===== src/common/fp_format_pkg.sv =====
// IEEE 754 single precision layout, shared by the decomposers, the compare
// core and the result stage; import it where fields or constants are needed

package fp_format_pkg;

	// ========================================================================
	// format constants
	// ========================================================================

	localparam int FP_W     = 32;
	localparam int EXP_W    = 8;
	localparam int MANT_W   = 23;
	// mantissa msb, set for a quiet NaN
	localparam int QNAN_BIT = MANT_W - 1;

	// all ones exponent marks infinity or NaN
	localparam logic [EXP_W-1:0] EXP_MAX    = '1;
	// result of min/max when both inputs are NaN
	localparam logic [FP_W-1:0]  CANON_QNAN = 32'h7fc0_0000;

	// ========================================================================
	// operand views
	// ========================================================================

	// field split of one word, msb first
	typedef struct packed {
		logic              sign;
		logic [EXP_W-1:0]  exponent;
		logic [MANT_W-1:0] mantissa;
	} fp_fields_t;

	// raw bits for equality and output, fields for classification
	typedef union packed {
		logic [FP_W-1:0] raw;
		fp_fields_t      fields;
	} fp32_u;

	// decomposed operand with its class bits
	typedef struct packed {
		logic              sign;
		logic [EXP_W-1:0]  exponent;
		logic [MANT_W-1:0] mantissa;
		logic              zero;
		logic              inf;
		logic              nan;
		logic              qnan;
		logic              snan;
	} fp_info_t;

endpackage


===== src/common/fp_cmp_pkg.sv =====
// Operation codes and result types of the compare unit; used by the result
// stage, the top level and the testbench

package fp_cmp_pkg;

	// architectural compare / min / max operations
	typedef enum logic [2:0] {
		FEQ  = 3'd0,
		FLT  = 3'd1,
		FLE  = 3'd2,
		FMIN = 3'd3,
		FMAX = 3'd4
	} cmp_op_e;

	// relation flags, eq ends up in bit 0 and unordered in bit 4
	typedef struct packed {
		logic unordered;
		logic lt_mag;
		logic le;
		logic lt;
		logic eq;
	} cmp_flags_t;

	// registered output word
	typedef struct packed {
		// 0/1 for compares, an operand or qNaN for min/max
		logic [31:0] value;
		// invalid operation exception
		logic        invalid;
		// raw relation flags, carried for debug and fp status
		cmp_flags_t  flags;
	} cmp_result_t;

endpackage


===== src/fp_compare/fp_decomp.sv =====
// Splits one single precision operand into its fields and classifies it;
// purely combinational, one instance per compare operand

`timescale 1ns/1ps

module fp_decomp
	import fp_format_pkg::*;
(
	input  fp32_u    operand,
	output fp_info_t info
);

	// field view of the operand word
	fp_fields_t f;
	logic       exp_ones;
	logic       exp_zero;
	logic       man_zero;

	assign f = operand.fields;

	// exponent and mantissa extremes
	assign exp_ones = (f.exponent == EXP_MAX);
	assign exp_zero = (f.exponent == '0);
	assign man_zero = (f.mantissa == '0);

	// ========================================================================
	// field pass-through and classification
	// ========================================================================

	always_comb
	begin
		info.sign     = f.sign;
		info.exponent = f.exponent;
		info.mantissa = f.mantissa;

		// +0 or -0, denormals are not zero
		info.zero = exp_zero & man_zero;

		// max exponent with empty mantissa
		info.inf  = exp_ones & man_zero;
		// max exponent with any mantissa bit
		info.nan  = exp_ones & ~man_zero;

		// quiet/signalling split on mantissa msb
		info.qnan = info.nan & f.mantissa[QNAN_BIT];
		info.snan = info.nan & ~f.mantissa[QNAN_BIT];
	end

endmodule


===== src/fp_compare/fp_compare.sv =====
// IEEE 754 compare core: five relation flags from two decomposed operands.
// Combinational; the result stage registers the flags with the result.

`timescale 1ns/1ps

module fp_compare
	import fp_format_pkg::*;
	import fp_cmp_pkg::*;
(
	input  fp32_u      a,
	input  fp32_u      b,
	input  fp_info_t   info_a,
	input  fp_info_t   info_b,
	output cmp_flags_t flags
);

	// exponent and mantissa as one unsigned magnitude
	logic [EXP_W+MANT_W-1:0] mag_a;
	logic [EXP_W+MANT_W-1:0] mag_b;
	logic                    mag_lt;
	logic                    mag_gt;
	logic                    both_zero;
	logic                    unordered;
	logic                    eq;
	logic                    lt;

	assign mag_a = {info_a.exponent, info_a.mantissa};
	assign mag_b = {info_b.exponent, info_b.mantissa};

	// ========================================================================
	// magnitude compare
	// ========================================================================

	// biased exponent sits above the mantissa, so plain unsigned compare
	// orders denormals, normals and infinities correctly
	assign mag_lt = (mag_a < mag_b);
	assign mag_gt = (mag_a > mag_b);

	// +0 and -0 are one value
	assign both_zero = info_a.zero & info_b.zero;

	// ========================================================================
	// relations
	// ========================================================================

	// any NaN makes the pair unordered
	assign unordered = info_a.nan | info_b.nan;

	// equal bit patterns, or the signed zero pair
	assign eq = ~unordered & (both_zero | (a.raw == b.raw));

	always_comb
	begin
		if (unordered)
			lt = 1'b0;
		else if (info_a.sign != info_b.sign)
			// negative a is smaller, unless both are zero
			lt = info_a.sign & ~both_zero;
		else if (info_a.sign)
			// two negatives, larger magnitude is smaller
			lt = mag_gt;
		else
			lt = mag_lt;
	end

	// ========================================================================
	// flag vector
	// ========================================================================

	always_comb
	begin
		flags.eq        = eq;
		flags.lt        = lt;
		// le is low when unordered, since eq and lt are
		flags.le        = lt | eq;
		// raw magnitude result, not masked by NaN
		flags.lt_mag    = mag_lt;
		flags.unordered = unordered;
	end

endmodule


===== src/rtl/fp_cmp_result.sv =====
// Result stage: turns relation flags into FEQ/FLT/FLE/FMIN/FMAX results,
// raises invalid and registers everything one cycle after the input strobe

`timescale 1ns/1ps

module fp_cmp_result
	import fp_format_pkg::*;
	import fp_cmp_pkg::*;
(
	input  logic        clk,
	input  logic        rst_n,
	input  logic        in_valid,
	input  cmp_op_e     op,
	input  fp32_u       a,
	input  fp32_u       b,
	input  fp_info_t    info_a,
	input  fp_info_t    info_b,
	input  cmp_flags_t  flags,
	output logic        out_valid,
	output cmp_result_t result
);

	cmp_result_t      result_d;
	logic [FP_W-1:0]  min_val;
	logic [FP_W-1:0]  max_val;
	logic             both_zero;
	logic             any_nan;
	logic             any_snan;
	logic             pick_a_min;
	logic             pick_a_max;

	assign both_zero = info_a.zero & info_b.zero;
	assign any_nan   = info_a.nan | info_b.nan;
	assign any_snan  = info_a.snan | info_b.snan;

	// ========================================================================
	// min / max selection
	// ========================================================================

	// signed zero pair: min takes the negative one, max the positive one
	assign pick_a_min = flags.lt | (both_zero & info_a.sign);
	assign pick_a_max = ~flags.le | (both_zero & ~info_a.sign);

	always_comb
	begin
		if (info_a.nan & info_b.nan)
		begin
			min_val = CANON_QNAN;
			max_val = CANON_QNAN;
		end
		else if (info_a.nan)
		begin
			// single NaN yields the other operand
			min_val = b.raw;
			max_val = b.raw;
		end
		else if (info_b.nan)
		begin
			min_val = a.raw;
			max_val = a.raw;
		end
		else
		begin
			min_val = pick_a_min ? a.raw : b.raw;
			max_val = pick_a_max ? a.raw : b.raw;
		end
	end

	// ========================================================================
	// op decode
	// ========================================================================

	always_comb
	begin
		result_d       = '0;
		result_d.flags = flags;
		case (op)
			FEQ:
			begin
				result_d.value   = {31'd0, flags.eq};
				// quiet compare, only sNaN traps
				result_d.invalid = any_snan;
			end
			FLT:
			begin
				result_d.value   = {31'd0, flags.lt};
				// signalling compare, any NaN traps
				result_d.invalid = any_nan;
			end
			FLE:
			begin
				result_d.value   = {31'd0, flags.le};
				result_d.invalid = any_nan;
			end
			FMIN:
			begin
				result_d.value   = min_val;
				result_d.invalid = any_snan;
			end
			FMAX:
			begin
				result_d.value   = max_val;
				result_d.invalid = any_snan;
			end
			default:
			begin
				// unused codes give zero and no exception
				result_d.value   = '0;
				result_d.invalid = 1'b0;
			end
		endcase
	end

	// ========================================================================
	// output register
	// ========================================================================

	always_ff @(posedge clk)
	begin
		if (!rst_n)
		begin
			out_valid <= 1'b0;
			result    <= '0;
		end
		else
		begin
			out_valid <= in_valid;
			// result holds between strobes
			if (in_valid)
				result <= result_d;
		end
	end

endmodule


===== src/rtl/fp_cmp_unit.sv =====
// Top level of the single precision compare unit: two decomposers, the
// compare core and the registered result stage; one op per cycle

`timescale 1ns/1ps

module fp_cmp_unit
	import fp_format_pkg::*;
	import fp_cmp_pkg::*;
(
	input  logic        clk,
	input  logic        rst_n,
	input  logic        in_valid,
	input  fp32_u       a,
	input  fp32_u       b,
	input  cmp_op_e     op,
	output logic        out_valid,
	output cmp_result_t result
);

	fp_info_t   info_a;
	fp_info_t   info_b;
	cmp_flags_t flags;

	// operand classification
	fp_decomp u_decomp_a (
		.operand (a),
		.info    (info_a)
	);

	fp_decomp u_decomp_b (
		.operand (b),
		.info    (info_b)
	);

	// relation flags, same cycle
	fp_compare u_compare (
		.a      (a),
		.b      (b),
		.info_a (info_a),
		.info_b (info_b),
		.flags  (flags)
	);

	// op decode and one cycle register
	fp_cmp_result u_result (
		.clk       (clk),
		.rst_n     (rst_n),
		.in_valid  (in_valid),
		.op        (op),
		.a         (a),
		.b         (b),
		.info_a    (info_a),
		.info_b    (info_b),
		.flags     (flags),
		.out_valid (out_valid),
		.result    (result)
	);

endmodule


===== config.mk =====
export PLATFORM = sky130hd
export DESIGN_NAME = fp_cmp_unit
export DESIGN_NICKNAME = d
export VERILOG_FILES = /design/src/common/fp_format_pkg.sv /design/src/common/fp_cmp_pkg.sv /design/src/fp_compare/fp_decomp.sv /design/src/fp_compare/fp_compare.sv /design/src/rtl/fp_cmp_result.sv /design/src/rtl/fp_cmp_unit.sv
export SDC_FILE = /design/constraint.sdc
export NUM_CORES = 1
export LEC_CHECK = 0
export BUFFER_PORTS_ARGS = -buffer_cell sky130_fd_sc_hd__buf_2
export CORE_UTILIZATION = 53
export DETAILED_ROUTE_END_ITERATION = 16
export HOLD_SLACK_MARGIN = 0.1
export MAX_ROUTING_LAYER = met4
export PLACE_DENSITY = 0.86
export SYNTH_ARGS = -nofsm -noshare
export SYNTH_HDL_FRONTEND = slang
export SYNTH_SLANG_ARGS = --single-unit
export TNS_END_PERCENT = 50

===== constraint.sdc =====
create_clock -name clk -period 6.7 [get_ports clk]
set_input_delay 0.67 -clock clk [delete_from_list [all_inputs] [get_ports clk]]
set_output_delay 0.67 -clock clk [all_outputs]
set_load 0.05 [all_outputs]

==> metrics, run 1 <==
Relative slew margins approximately a fifth; Die Wd 75.21 um; Adder-Cell Fraction of Synth Area 13.66%; vias per inst around 6.3; CP max stage delay about 1.0 ns; Seq cells post-synth 39; worst r2r src u_result.result[20]; f_max between 200 and 300 MHz; Area Overhead vs Synth 23.17%; Worst-Margin Slew 1.212 ns; # clock sinks 39; GRT overflow 0; Hold Path Class reg -> reg; maximum VDD drop about 110 uV; synthesized area approximately 2800 sq um; Setup CP Type in -> reg; routability cong. roughly 1.0; Post-Synth Simple-Gate Area around 25%; GRT Total Usage a little under a third; CTS tree done; Post-Syn Instances approximately 330; status finished clean; worst path bufs/invs 1; wire per inst approximately 17 um; Setup violations, final 0; largest net degree at the start of global routing 39; Tmin final roughly 3.8 ns; Worst Skew 0 ns; synth unique cells 53; Ports around 110; synthesis warning total 0; crit path DAT roughly 4.1 ns; first-pass GRT wire length about 13000 um; crit path capture type flip-flop; max_cap viols 0; Synth async-reset ratio 0%; initial DRC count approximately 340; cts bufs inserted 5; LEAKAGE 1.822 nW; Tcrit/Tclk final between 50% and 60%; drt total wl approximately 8300 um; Crit-path slowest cell nor3b_4; Worst Path Required approximately 6.9 ns; clk slew on worst S/H paths approximately 0.070 ns; Slew Viols, Final 0; mux contribution to synthesized area less than 1%; RSZ-0062 raised after global routing false; PwrDens between 150 and 200 nW/um^2; most used cell, CP o41a_1; Syn Area/Cell 8.581 sq um; clock buffer depth 2; Skew-Pair Late Insertion Delay around 0.29 ns; Sum Neg Setup Slack 0 ns; Compound-Gate Fraction of Synth Area between 20% and 30%; post-CTS sizing 0; placed cell count roughly 500; DP HPWL around 6300 um; crit path capture u_result.result[20]; Pre-antenna DRT Iters 5; cell family with most CP delay compound AO/OA/AOI/OAI gates; worst setup path start a[2]; main combinational cell family by area after synthesis compound AO/OA/AOI/OAI gates; port bufs approximately 110; xor/xnor share of the synthesized area less than 1%; Setup Buffers After CTS 0; hold_buf cts 0; register area share after synthesis a little over a quarter; worst-path maximum fanout 30; Core Box Area just over 5000 sq um; nets@finish roughly 530; Final WS setup approximately 2.9 ns; R2R Setup Slk 5.84 ns; row count 26; reg2reg end u_result.result[20]; diode count 0; initial antenna violation count 0; dpl ws ~2.6 ns; share of layout cells above drive strength 1 roughly 29%; Syn Nets around 430; H-Tree Depth 2; vias post-DR between 3k and 4k; critical path depth 11; Final Non-Filler Cells around 500; initial core utilization about 55%; Residual DRC 0; CTS Root Cell clkbuf_8; die area ~5700 sq um; Startpoint Class input port; number of synthesized flops with an enable pin 0; Antenna Nets Post-Route 0; Final Hold Fails 0; Synth Flop Type dfxtp_1; vias in the first global route about 2.8k; CP Cell Sequence buf_2 > ha_1 > a21oi_1 > a21o_1 > a311oi_1 > o41a_1 > o41a_1 > o211a_1 > o32ai_2 > nor3b_4 > a221o_1; R2R depth 2; die height between 70 and 80 um
tightest hold or removal path: cells and delay by family (launching register included):
family | cells | cell delay (ns)
AOI/OAI and AO/OA | 1 | 0.06
and+or+nand+nor | 1 | 0.07
DFF | 1 | 0.33
placed cells by master, fill, tap and decap left out, types with 3 or more instances in the layout:
cell type  count
o21ai_1        3
a21oi_1       16
a221o_1       30
nor2_1        19
o21ai_0        8
and3_1        31
a21o_1         3
o41a_1         3
nand3_1        4
a32oi_1        3
clkbuf_8       7
dfxtp_1       39
nor4_1        17
nand4_1       14
nand2_1       18
inv_1         34
and2_1         3
nor3_1         5
ha_1          31
buf_2        108
flip-flops by register name, summed over array words and instances, names as in the netlist:
signal,cells
u_result.result,38
u_result.out_valid,1
cells by family after synthesis:
kind of cell / after synthesis
AND/OR/NAND/NOR: 122
adder cells (fa/ha/maj): 31
multiplexers: 1
flip-flops: 39
AO/OA/AOI/OAI: 88
XOR/XNOR: 1
buffers and inverters: 49
power breakdown:
part | total (mW) | leakage (nW) | switching [mW] | internal [mW]
clock | 0.178 | 0.0515 | 0.0837 | 0.0940
combinational | 0.155 | 1.45 | 0.101 | 0.0544
sequential | 0.243 | 0.316 | 0.00345 | 0.239
how the worst min path moves through the flow:
stage,from,endpoint,slack [ns],depth (start not counted)
finish,u_result.result[3],u_result.result[3],0.51,2
global route,u_result.result[4],u_result.result[4],0.52,2
CTS,u_result.result[4],u_result.result[4],0.50,2
detailed placement,u_result.result[3],u_result.result[3],0.48,2
global placement,u_result.result[4],u_result.result[4],0.48,2
floorplan,u_result.result[4],u_result.result[4],0.70,2
cell usage after synthesis, drive strengths merged, types with 4 or more instances:
| library cell | instances | area (sq um) |
|---|---|---|
| o21ai | 11 | 55.05 |
| nor3 | 6 | 41.29 |
| dfxtp | 39 | 780.8 |
| a21oi | 16 | 80.08 |
| a221o | 30 | 300.3 |
| and3 | 31 | 193.9 |
| ha | 31 | 387.9 |
| nand3 | 4 | 20.02 |
| nand2 | 18 | 67.56 |
| clkbuf | 9 | 33.78 |
| nor2 | 19 | 71.32 |
| nand4 | 15 | 100.1 |
| buf | 5 | 43.79 |
| inv | 35 | 131.4 |
| nor4 | 19 | 148.9 |
per-stage QoR:
step / hold WS, ns / utilization, % / power, mW / cell area [sq um]
6_report: 0.5058 / 68.06 / 0.5757 / 3498
3_5_place_dp: 0.4823 / 66.11 / 0.3992 / 3398
5_1_grt: 0.5157 / 68.06 / 0.6043 / 3498
4_1_cts: 0.5035 / 68.06 / 0.5747 / 3498
2_1_floorplan: 0.7031 / - / 0.3410 / 2840
3_3_place_gp: 0.4788 / 66.11 / 0.3948 / 3398
final cells by class:
class / count / area [sq um]
multi-input combinational: 243 / 1851
fill: 443 / 1642
sequential: 39 / 780.7
timing repair buffer: 109 / 548.0
inverter: 35 / 131.4
clock buffer: 8 / 100.1
tap: 70 / 87.58
layer usage:
metal	GRT usage, %	routed length (um)	up-vias
met3	5.622	780	17
met5	-	0	-
met4	10.29	129	0
li1	-	-	1488
met1	39.48	3630	1498
met2	48.35	3792	184
No activity file was read; power rests on OpenSTA's default activity.
==> inputs of run 2 (changes only) <==
--- a/config.mk
+++ b/config.mk
@@ -5,12 +5,13 @@
 export SDC_FILE = /design/constraint.sdc
 export NUM_CORES = 1
 export LEC_CHECK = 0
+export ABC_AREA = 1
 export BUFFER_PORTS_ARGS = -buffer_cell sky130_fd_sc_hd__buf_2
-export CORE_UTILIZATION = 53
+export CORE_UTILIZATION = 54
 export DETAILED_ROUTE_END_ITERATION = 16
 export HOLD_SLACK_MARGIN = 0.1
 export MAX_ROUTING_LAYER = met4
-export PLACE_DENSITY = 0.86
+export PLACE_DENSITY = 0.82
 export SYNTH_ARGS = -nofsm -noshare
 export SYNTH_HDL_FRONTEND = slang
 export SYNTH_SLANG_ARGS = --single-unit
==> constraint.sdc (replaced) <==
create_clock -name clk -period 4 [get_ports clk]
set_input_delay 0.4 -clock clk [delete_from_list [all_inputs] [get_ports clk]]
set_output_delay 0.4 -clock clk [all_outputs]
set_load 0.05 [all_outputs]
==> run 2 against run 1 <==
Against the previous run:
- global-route usage up 3.0 points
- first-iteration DRC count down 25%
- utilization down 4.0 points
- critical endpoint is now u_result.result[21]
==> metrics, run 2 <==
Tmin final around 2.8 ns; nets@finish 886 (+66%); diode count 0 (unchanged); Clk pwr share 25.1% (-5.8 points); most numerous cell in the Yosys netlist nand2_1; Setup violations, final 0 (unchanged); most used cell, CP nand2_1; Synth async-reset ratio 0% (unchanged); commonest non-fill, non-tap cell in the layout nand2_1; most frequent cells in the layout 230 x nand2_1, 144 x nand3_1, 108 x buf_2; CP Cell Sequence buf_2 > inv_2 > nand3_1 > nor2_1 > nand2_1 > nor2_2 > nand3b_4 > buf_4 > nand2_2 > nand2_1 > nand3_1 > nand2_1 > nand2_1 > a21oi_1; Synth Flop Type dfxtp_1; port bufs 108 (unchanged); routability cong. 0.9513 (-4.5%); LEAKAGE 2.555 nW (+40%); die area 7785 sq um (+38%); P_sw 0.4597 mW (+140%); max_cap viols 0 (unchanged); Crit-path slowest cell nand2_2; Sw Share 41.19% (+8.5 points); synthesized area 4015 sq um (+41%); Sum Neg Setup Slack 0 ns (unchanged); Skew-Pair Late Insertion Delay 0.30 ns (about the same); Fill cells 742 (+67%); Residual DRC 0 (unchanged); register area share after synthesis 19.45% (-8.0 points); Worst-Margin Slew 1.172 ns (-0.03956 ns); initial core utilization 55.65% (+0.40 points); dominant cells by area after synthesis nand2_1 22%, dfxtp_1 19%, nand3_1 18%; Core Box Area 7214 sq um (+40%); max reg flops 38 (unchanged); RSZ-0062 raised after global routing false; status finished clean; R2R Setup Slk 3.28 ns (-2.56 ns); Post-synth top cells 230 x nand2_1, 144 x nand3_1, 70 x inv_1, 46 x a21oi_1, 39 x dfxtp_1; leading area contributor after synthesis nand2_1; initial DRC count 251 (-25%); Post-Syn Instances 697 (+110%); row count 31 (+19%); f_max between 300 and 400 MHz; vias in the first global route 4403 (+56%); first-pass GRT wire length 19930 um (+56%); CTS Root Cell clkbuf_8; final instance area 4624 sq um (+32%); largest net degree at the start of global routing 41 (+5.1%); synth unique cells 33 (-38%); crit path capture type flip-flop; maximum VDD drop 122.0 uV (+16%); Die Wd 88.23 um (+17%); Top reg by flops u_result.result; die height 88.23 um (+17%); initial antenna violation count 0 (unchanged); clk slew on worst S/H paths 0.08 ns (about the same); sequential power share 36.6% (-5.5 points); Area Overhead vs Synth 15.18%; Worst Path Required 4.22 ns (-2.72 ns); CTS tree done; Seq cells post-synth 39 (unchanged); share of layout cells above drive strength 1 20.99% (-8.0 points); Final Hold Fails 0 (unchanged); Ports 109 (unchanged); crit path DAT 3.03 ns (-1.05 ns); cts bufs inserted 5 (unchanged); Hold Slack 0.3943 ns (-0.1115 ns); Yosys top cell area share 21.50% (-6.0 points); Setup Buffers After CTS 0 (unchanged); post-CTS sizing 0 (unchanged); Placed Area 4536 sq um (+33%); hold_buf cts 0 (unchanged); # clock sinks 39 (unchanged); Startpoint Class input port; CP max stage delay 0.50 ns (-0.54 ns); GRT Total Usage 33.68% (+3.0 points); Final WS setup 1.189 ns (-1.673 ns); dpl ws 0.8979 ns (-1.683 ns); Pre-antenna DRT Iters 4 (-1); Syn Area/Cell 5.761 sq um (-33%); internal power 0.6564 mW (+69%); DP HPWL 9043 um (+42%); PwrDens 241.3 nW/um^2 (+47%); wire per inst 13.88 um (-16%); Logic pwr share 38.3% (+11 points); largest registers u_result.result (38), u_result.out_valid (1); drt total wl 12280 um (+47%); Tcrit/Tclk final between 70% and 80%; synthesis warning total 0 (unchanged); number of synthesized flops with an enable pin 0 (unchanged); Antenna Nets Post-Route 0 (unchanged); vias post-DR 4821 (+51%); Hold Path Class in -> reg; clock buffer depth 2 (unchanged); Setup CP Type in -> reg; Slew Viols, Final 0 (unchanged); Worst Skew 0 ns (unchanged); GRT overflow 0 (unchanged); Syn Nets 798 (+85%); Relative slew margins 21.75% (+2.6 points); vias per inst 5.447 (-14%); H-Tree Depth 2 (unchanged); worst-path maximum fanout 40 (+33%)
## run 2: changes by cell type after synthesis, sizes merged, moves of 3 or more
cell | previous run | this run
nor2 | 19 | 39
and2 | 3 | 0
nor4 | 19 | 2
nand3 | 4 | 145
inv | 35 | 90
a32oi | 3 | 0
buf | 5 | 26
o41a | 3 | 0
a21oi | 16 | 47
a221o | 30 | 0
and3 | 31 | 0
nand4 | 15 | 5
a211oi | 3 | 0
nand2 | 18 | 236
## run 2: cells by family (layout without fill, tap and decap cells)
family          after synthesis  in the layout  synth area share (%)
flops                        39             39                 19.45
compound gates               62             62                 8.134
fa+ha+maj                    31             31                 9.660
buf+inv                     127            216                 13.96
simple gates                438            438                 48.80
## run 2: power by group through the flow
| stage | registers (mW) | logic [mW] | clock network, mW |
|---|---|---|---|
| 2_1_floorplan | 0.463 | 0.265 | 0 |
| 3_3_place_gp | 0.417 | 0.415 | 0 |
| 3_5_place_dp | 0.417 | 0.423 | 0 |
| 4_1_cts | 0.408 | 0.425 | 0.288 |
| 5_1_grt | 0.409 | 0.478 | 0.300 |
| 6_report | 0.408 | 0.428 | 0.281 |
## run 2: critical path: cells and delay by family
| family | cells | cell delay (ns) |
|---|---|---|
| simple gates | 10 | 1.82 |
| buf+inv | 3 | 0.67 |
| compound gates | 1 | 0.13 |
## run 2: final cells by class
type | instances | area [sq um] | share of cell area, %
multi-input combinational | 531 | 2681 | 57.98
clock buffer | 5 | 68.82 | 1.488
timing repair buffer | 117 | 608.1 | 13.15
tap | 99 | 123.9 | 2.679
sequential | 39 | 780.7 | 16.88
inverter | 91 | 341.6 | 7.386
clock inverter | 3 | 20.02 | 0.4329
## run 2: worst paths after layout
check,from,end,depth (start not counted)
setup / recovery,a[22],u_result.result[21],14
hold / removal,rst_n,u_result.result[2],3
setup reg to reg,u_result.result[6],u_result.result[6],3
hold reg to reg,u_result.result[30],u_result.result[30],2
## run 2: per-stage QoR
stage / power [mW] / util (%) / instances
after detailed placement: 0.8396 / 62.87 / 877
after floorplan: 0.7280 / - / 697
after global routing: 1.188 / 64.10 / 885
after CTS: 1.121 / 64.10 / 885
after global placement: 0.8321 / 62.87 / 877
final: 1.116 / 64.10 / 885
## run 2: metal layers
metal	global-route usage (%)	wire, um
met1	39.51	5082
met2	56.99	5800
met3	4.478	945
met4	15.54	456
met5	-	0
==> inputs of run 3 (changes only) <==
--- a/config.mk
+++ b/config.mk
@@ -7,11 +7,11 @@
 export LEC_CHECK = 0
 export ABC_AREA = 1
 export BUFFER_PORTS_ARGS = -buffer_cell sky130_fd_sc_hd__buf_2
-export CORE_UTILIZATION = 54
+export CORE_UTILIZATION = 49
 export DETAILED_ROUTE_END_ITERATION = 16
 export HOLD_SLACK_MARGIN = 0.1
 export MAX_ROUTING_LAYER = met4
-export PLACE_DENSITY = 0.82
+export PLACE_DENSITY = 0.78
 export SYNTH_ARGS = -nofsm -noshare
 export SYNTH_HDL_FRONTEND = slang
 export SYNTH_SLANG_ARGS = --single-unit
==> constraint.sdc (replaced) <==
create_clock -name clk -period 2.25 [get_ports clk]
set_input_delay 0.225 -clock clk [delete_from_list [all_inputs] [get_ports clk]]
set_output_delay 0.225 -clock clk [all_outputs]
set_load 0.05 [all_outputs]
==> run 3 against run 2 <==
Against the previous run:
- the run now ends with setup timing left
- die area is 10% higher
- clock-buffer cell count up 1
- clock power is 74% higher
- critical path depth grew 6
- sequential power is 78% higher
- global-route usage decreased by 0.88 points
- utilization increased by 12 points
- sequential cell count unchanged
- via count rose by 14%
- register-to-register slack got worse by 1.8 ns
- hold slack lost 0.19 ns
- critical path type unchanged
- critical endpoint is now u_result.result[20]
- largest cell class unchanged
==> metrics, run 3 (same netlist as run 2, synthesis figures left out) <==
clk slew on worst S/H paths 0.09 ns (about the same); largest net degree at the start of global routing 35 (-15%); crit path capture type flip-flop; sequential power share 31.2% (-5.4 points); Die Wd 92.52 um (+4.9%); die area 8560 sq um (+10%); GRT overflow 0 (unchanged); Sw Share 39.96% (-1.2 points); share of layout cells above drive strength 1 39.03% (+18 points); Antenna Nets Post-Route 0 (unchanged); wire per inst 14.97 um (+7.8%); die height 92.52 um (+4.9%); final instance area 5951 sq um (+29%); RSZ-0062 raised after global routing true; Worst Path Required 2.49 ns (-1.73 ns); f_max 443.6 MHz; drt total wl 14760 um (+20%); Pre-antenna DRT Iters 6 (+2); initial DRC count 449 (+79%); row count 32 (+3.2%); Worst Skew 0 ns (unchanged); Final Hold Fails 0 (unchanged); routability cong. 0.9723 (+2.2%); maximum VDD drop 255.0 uV (+110%); vias in the first global route 5039 (+14%); crit path DAT 2.49 ns (-0.54 ns); cts bufs inserted 5 (unchanged); Clk pwr share 21.1% (-4.0 points); first-pass GRT wire length 22260 um (+12%); Logic pwr share 47.7% (+9.4 points); Hold Slack 0.2062 ns (-0.1880 ns); CTS tree done; DP HPWL 10540 um (+17%); Startpoint Class input port; H-Tree Depth 2 (unchanged); clock buffer depth 2 (unchanged); Hold Path Class in -> reg; Slew Viols, Final 0 (unchanged); Top reg by flops u_result.result; # clock sinks 39 (unchanged); GRT Total Usage 32.79% (-0.88 points); initial core utilization 51.43% (-4.2 points); Relative slew margins 68.77% (+47 points); Placed Area 5273 sq um (+16%); internal power 1.394 mW (+110%); CTS Root Cell clkbuf_8; max_cap viols 0 (unchanged); Tmin final around 2.3 ns; Worst-Margin Slew 0.4685 ns (-0.7040 ns); dpl ws -0.3000 ns (-1.198 ns); most frequent cells in the layout 209 x nand2_1, 138 x nand3_1, 104 x buf_2; nets@finish 984 (+11%); worst-path maximum fanout 6 (-85%); Area Overhead vs Synth 48.21%; failing checks setup timing; commonest non-fill, non-tap cell in the layout nand2_1; Core Box Area 7807 sq um (+8.2%); Setup violations, final 1 (+1); vias per inst 5.580 (+2.4%); vias post-DR 5502 (+14%); largest registers u_result.result (38), u_result.out_valid (1); Residual DRC 0 (unchanged); initial antenna violation count 0 (unchanged); Skew-Pair Late Insertion Delay 0.31 ns (about the same); status finished with violations; diode count 0 (unchanged); Final WS setup -0.004417 ns (-1.193 ns); final core utilization 76.22% (+12 points); max reg flops 38 (unchanged); Ports 109 (unchanged); Sum Neg Setup Slack -0.004417 ns (-0.004417 ns); Setup CP Type in -> reg; PwrDens 390.2 nW/um^2 (+62%); LEAKAGE 3.096 nW (+21%); port bufs 108 (unchanged); P_sw 0.9280 mW (+100%); Tcrit/Tclk final 100.2%
-- run 3: cell types whose count changed in the layout (fill, tap and decap cells not counted), moves of 14 or more --
cell and change:
inv_1 -14, ha_4 +20, nand2_1 -21, nand2_2 +17
inv_2 +14, buf_4 +90, ha_1 -20
-- run 3: area by class of cell --
type | count | area (sq um)
sequential | 39 | 780.7
multi-input combinational | 531 | 3133
tap | 102 | 127.6
inverter | 91 | 341.6
clock buffer | 6 | 72.57
fill | 644 | 1857
timing repair buffer | 215 | 1483
clock inverter | 2 | 12.51
-- run 3: stage by stage --
| step | power [mW] | cells |
|---|---|---|
| 3_5_place_dp | 1.650 | 971 |
| 3_3_place_gp | 1.627 | 971 |
| 4_1_cts | 2.131 | 979 |
| 2_1_floorplan | 1.294 | 697 |
| 5_1_grt | 2.464 | 986 |
| 6_report | 2.322 | 986 |
-- run 3: final timing paths --
kind / start / to / slack [ns] / depth (start not counted)
worst max-delay path: b[13] / u_result.result[20] / -0.004 / 20
worst min-delay path: rst_n / u_result.result[2] / 0.21 / 3
worst max register to register: u_result.result[6] / u_result.result[6] / 1.52 / 3
worst min register to register: u_result.result[11] / u_result.result[11] / 0.47 / 2
-- run 3: critical path: stages --
cell       delay, ns
buf_2           0.12
buf_4           0.12
nor2_1          0.10
nand3_1         0.09
nor2_1          0.13
nand2_1         0.13
nor2_2          0.18
nand3_2         0.12
nand3_1         0.12
nand3_2         0.11
nand2_2         0.10
nand2_2         0.07
nand2_4         0.13
nand2_8         0.12
clkbuf_16       0.19
nand2_1         0.07
nand3_1         0.10
nand2_1         0.11
nand2_1         0.05
a21oi_1         0.12
-- run 3: per-layer routing --
metal / GRT usage (%) / vias up / share of wire [%]
met1: 38.30 / 2525 / 40
met5: - / - / 0
met3: 4.269 / 69 / 6.7
met4: 12.63 / 0 / 3.7
li1: - / 2624 / -
met2: 56.98 / 284 / 49
-- run 3: power groups by stage --
stage                     clock network [mW]  registers [mW]  logic [mW]
final                                  0.490           0.725        1.11
after global routing                   0.531           0.727        1.21
after CTS                              0.495           0.724       0.912
after detailed placement                   0           0.741       0.909
after global placement                     0           0.740       0.887
after floorplan                            0           0.822       0.472
-- run 3: timing repair --
item / in CTS / in global routing
pin swaps: 0 / 32
cloned: 0 / 3
setup buffers: 0 / 4
endpoints found under the setup margin: 5 / 32
gates resized for setup: 1 / 101
hold buffers: 0 / 0
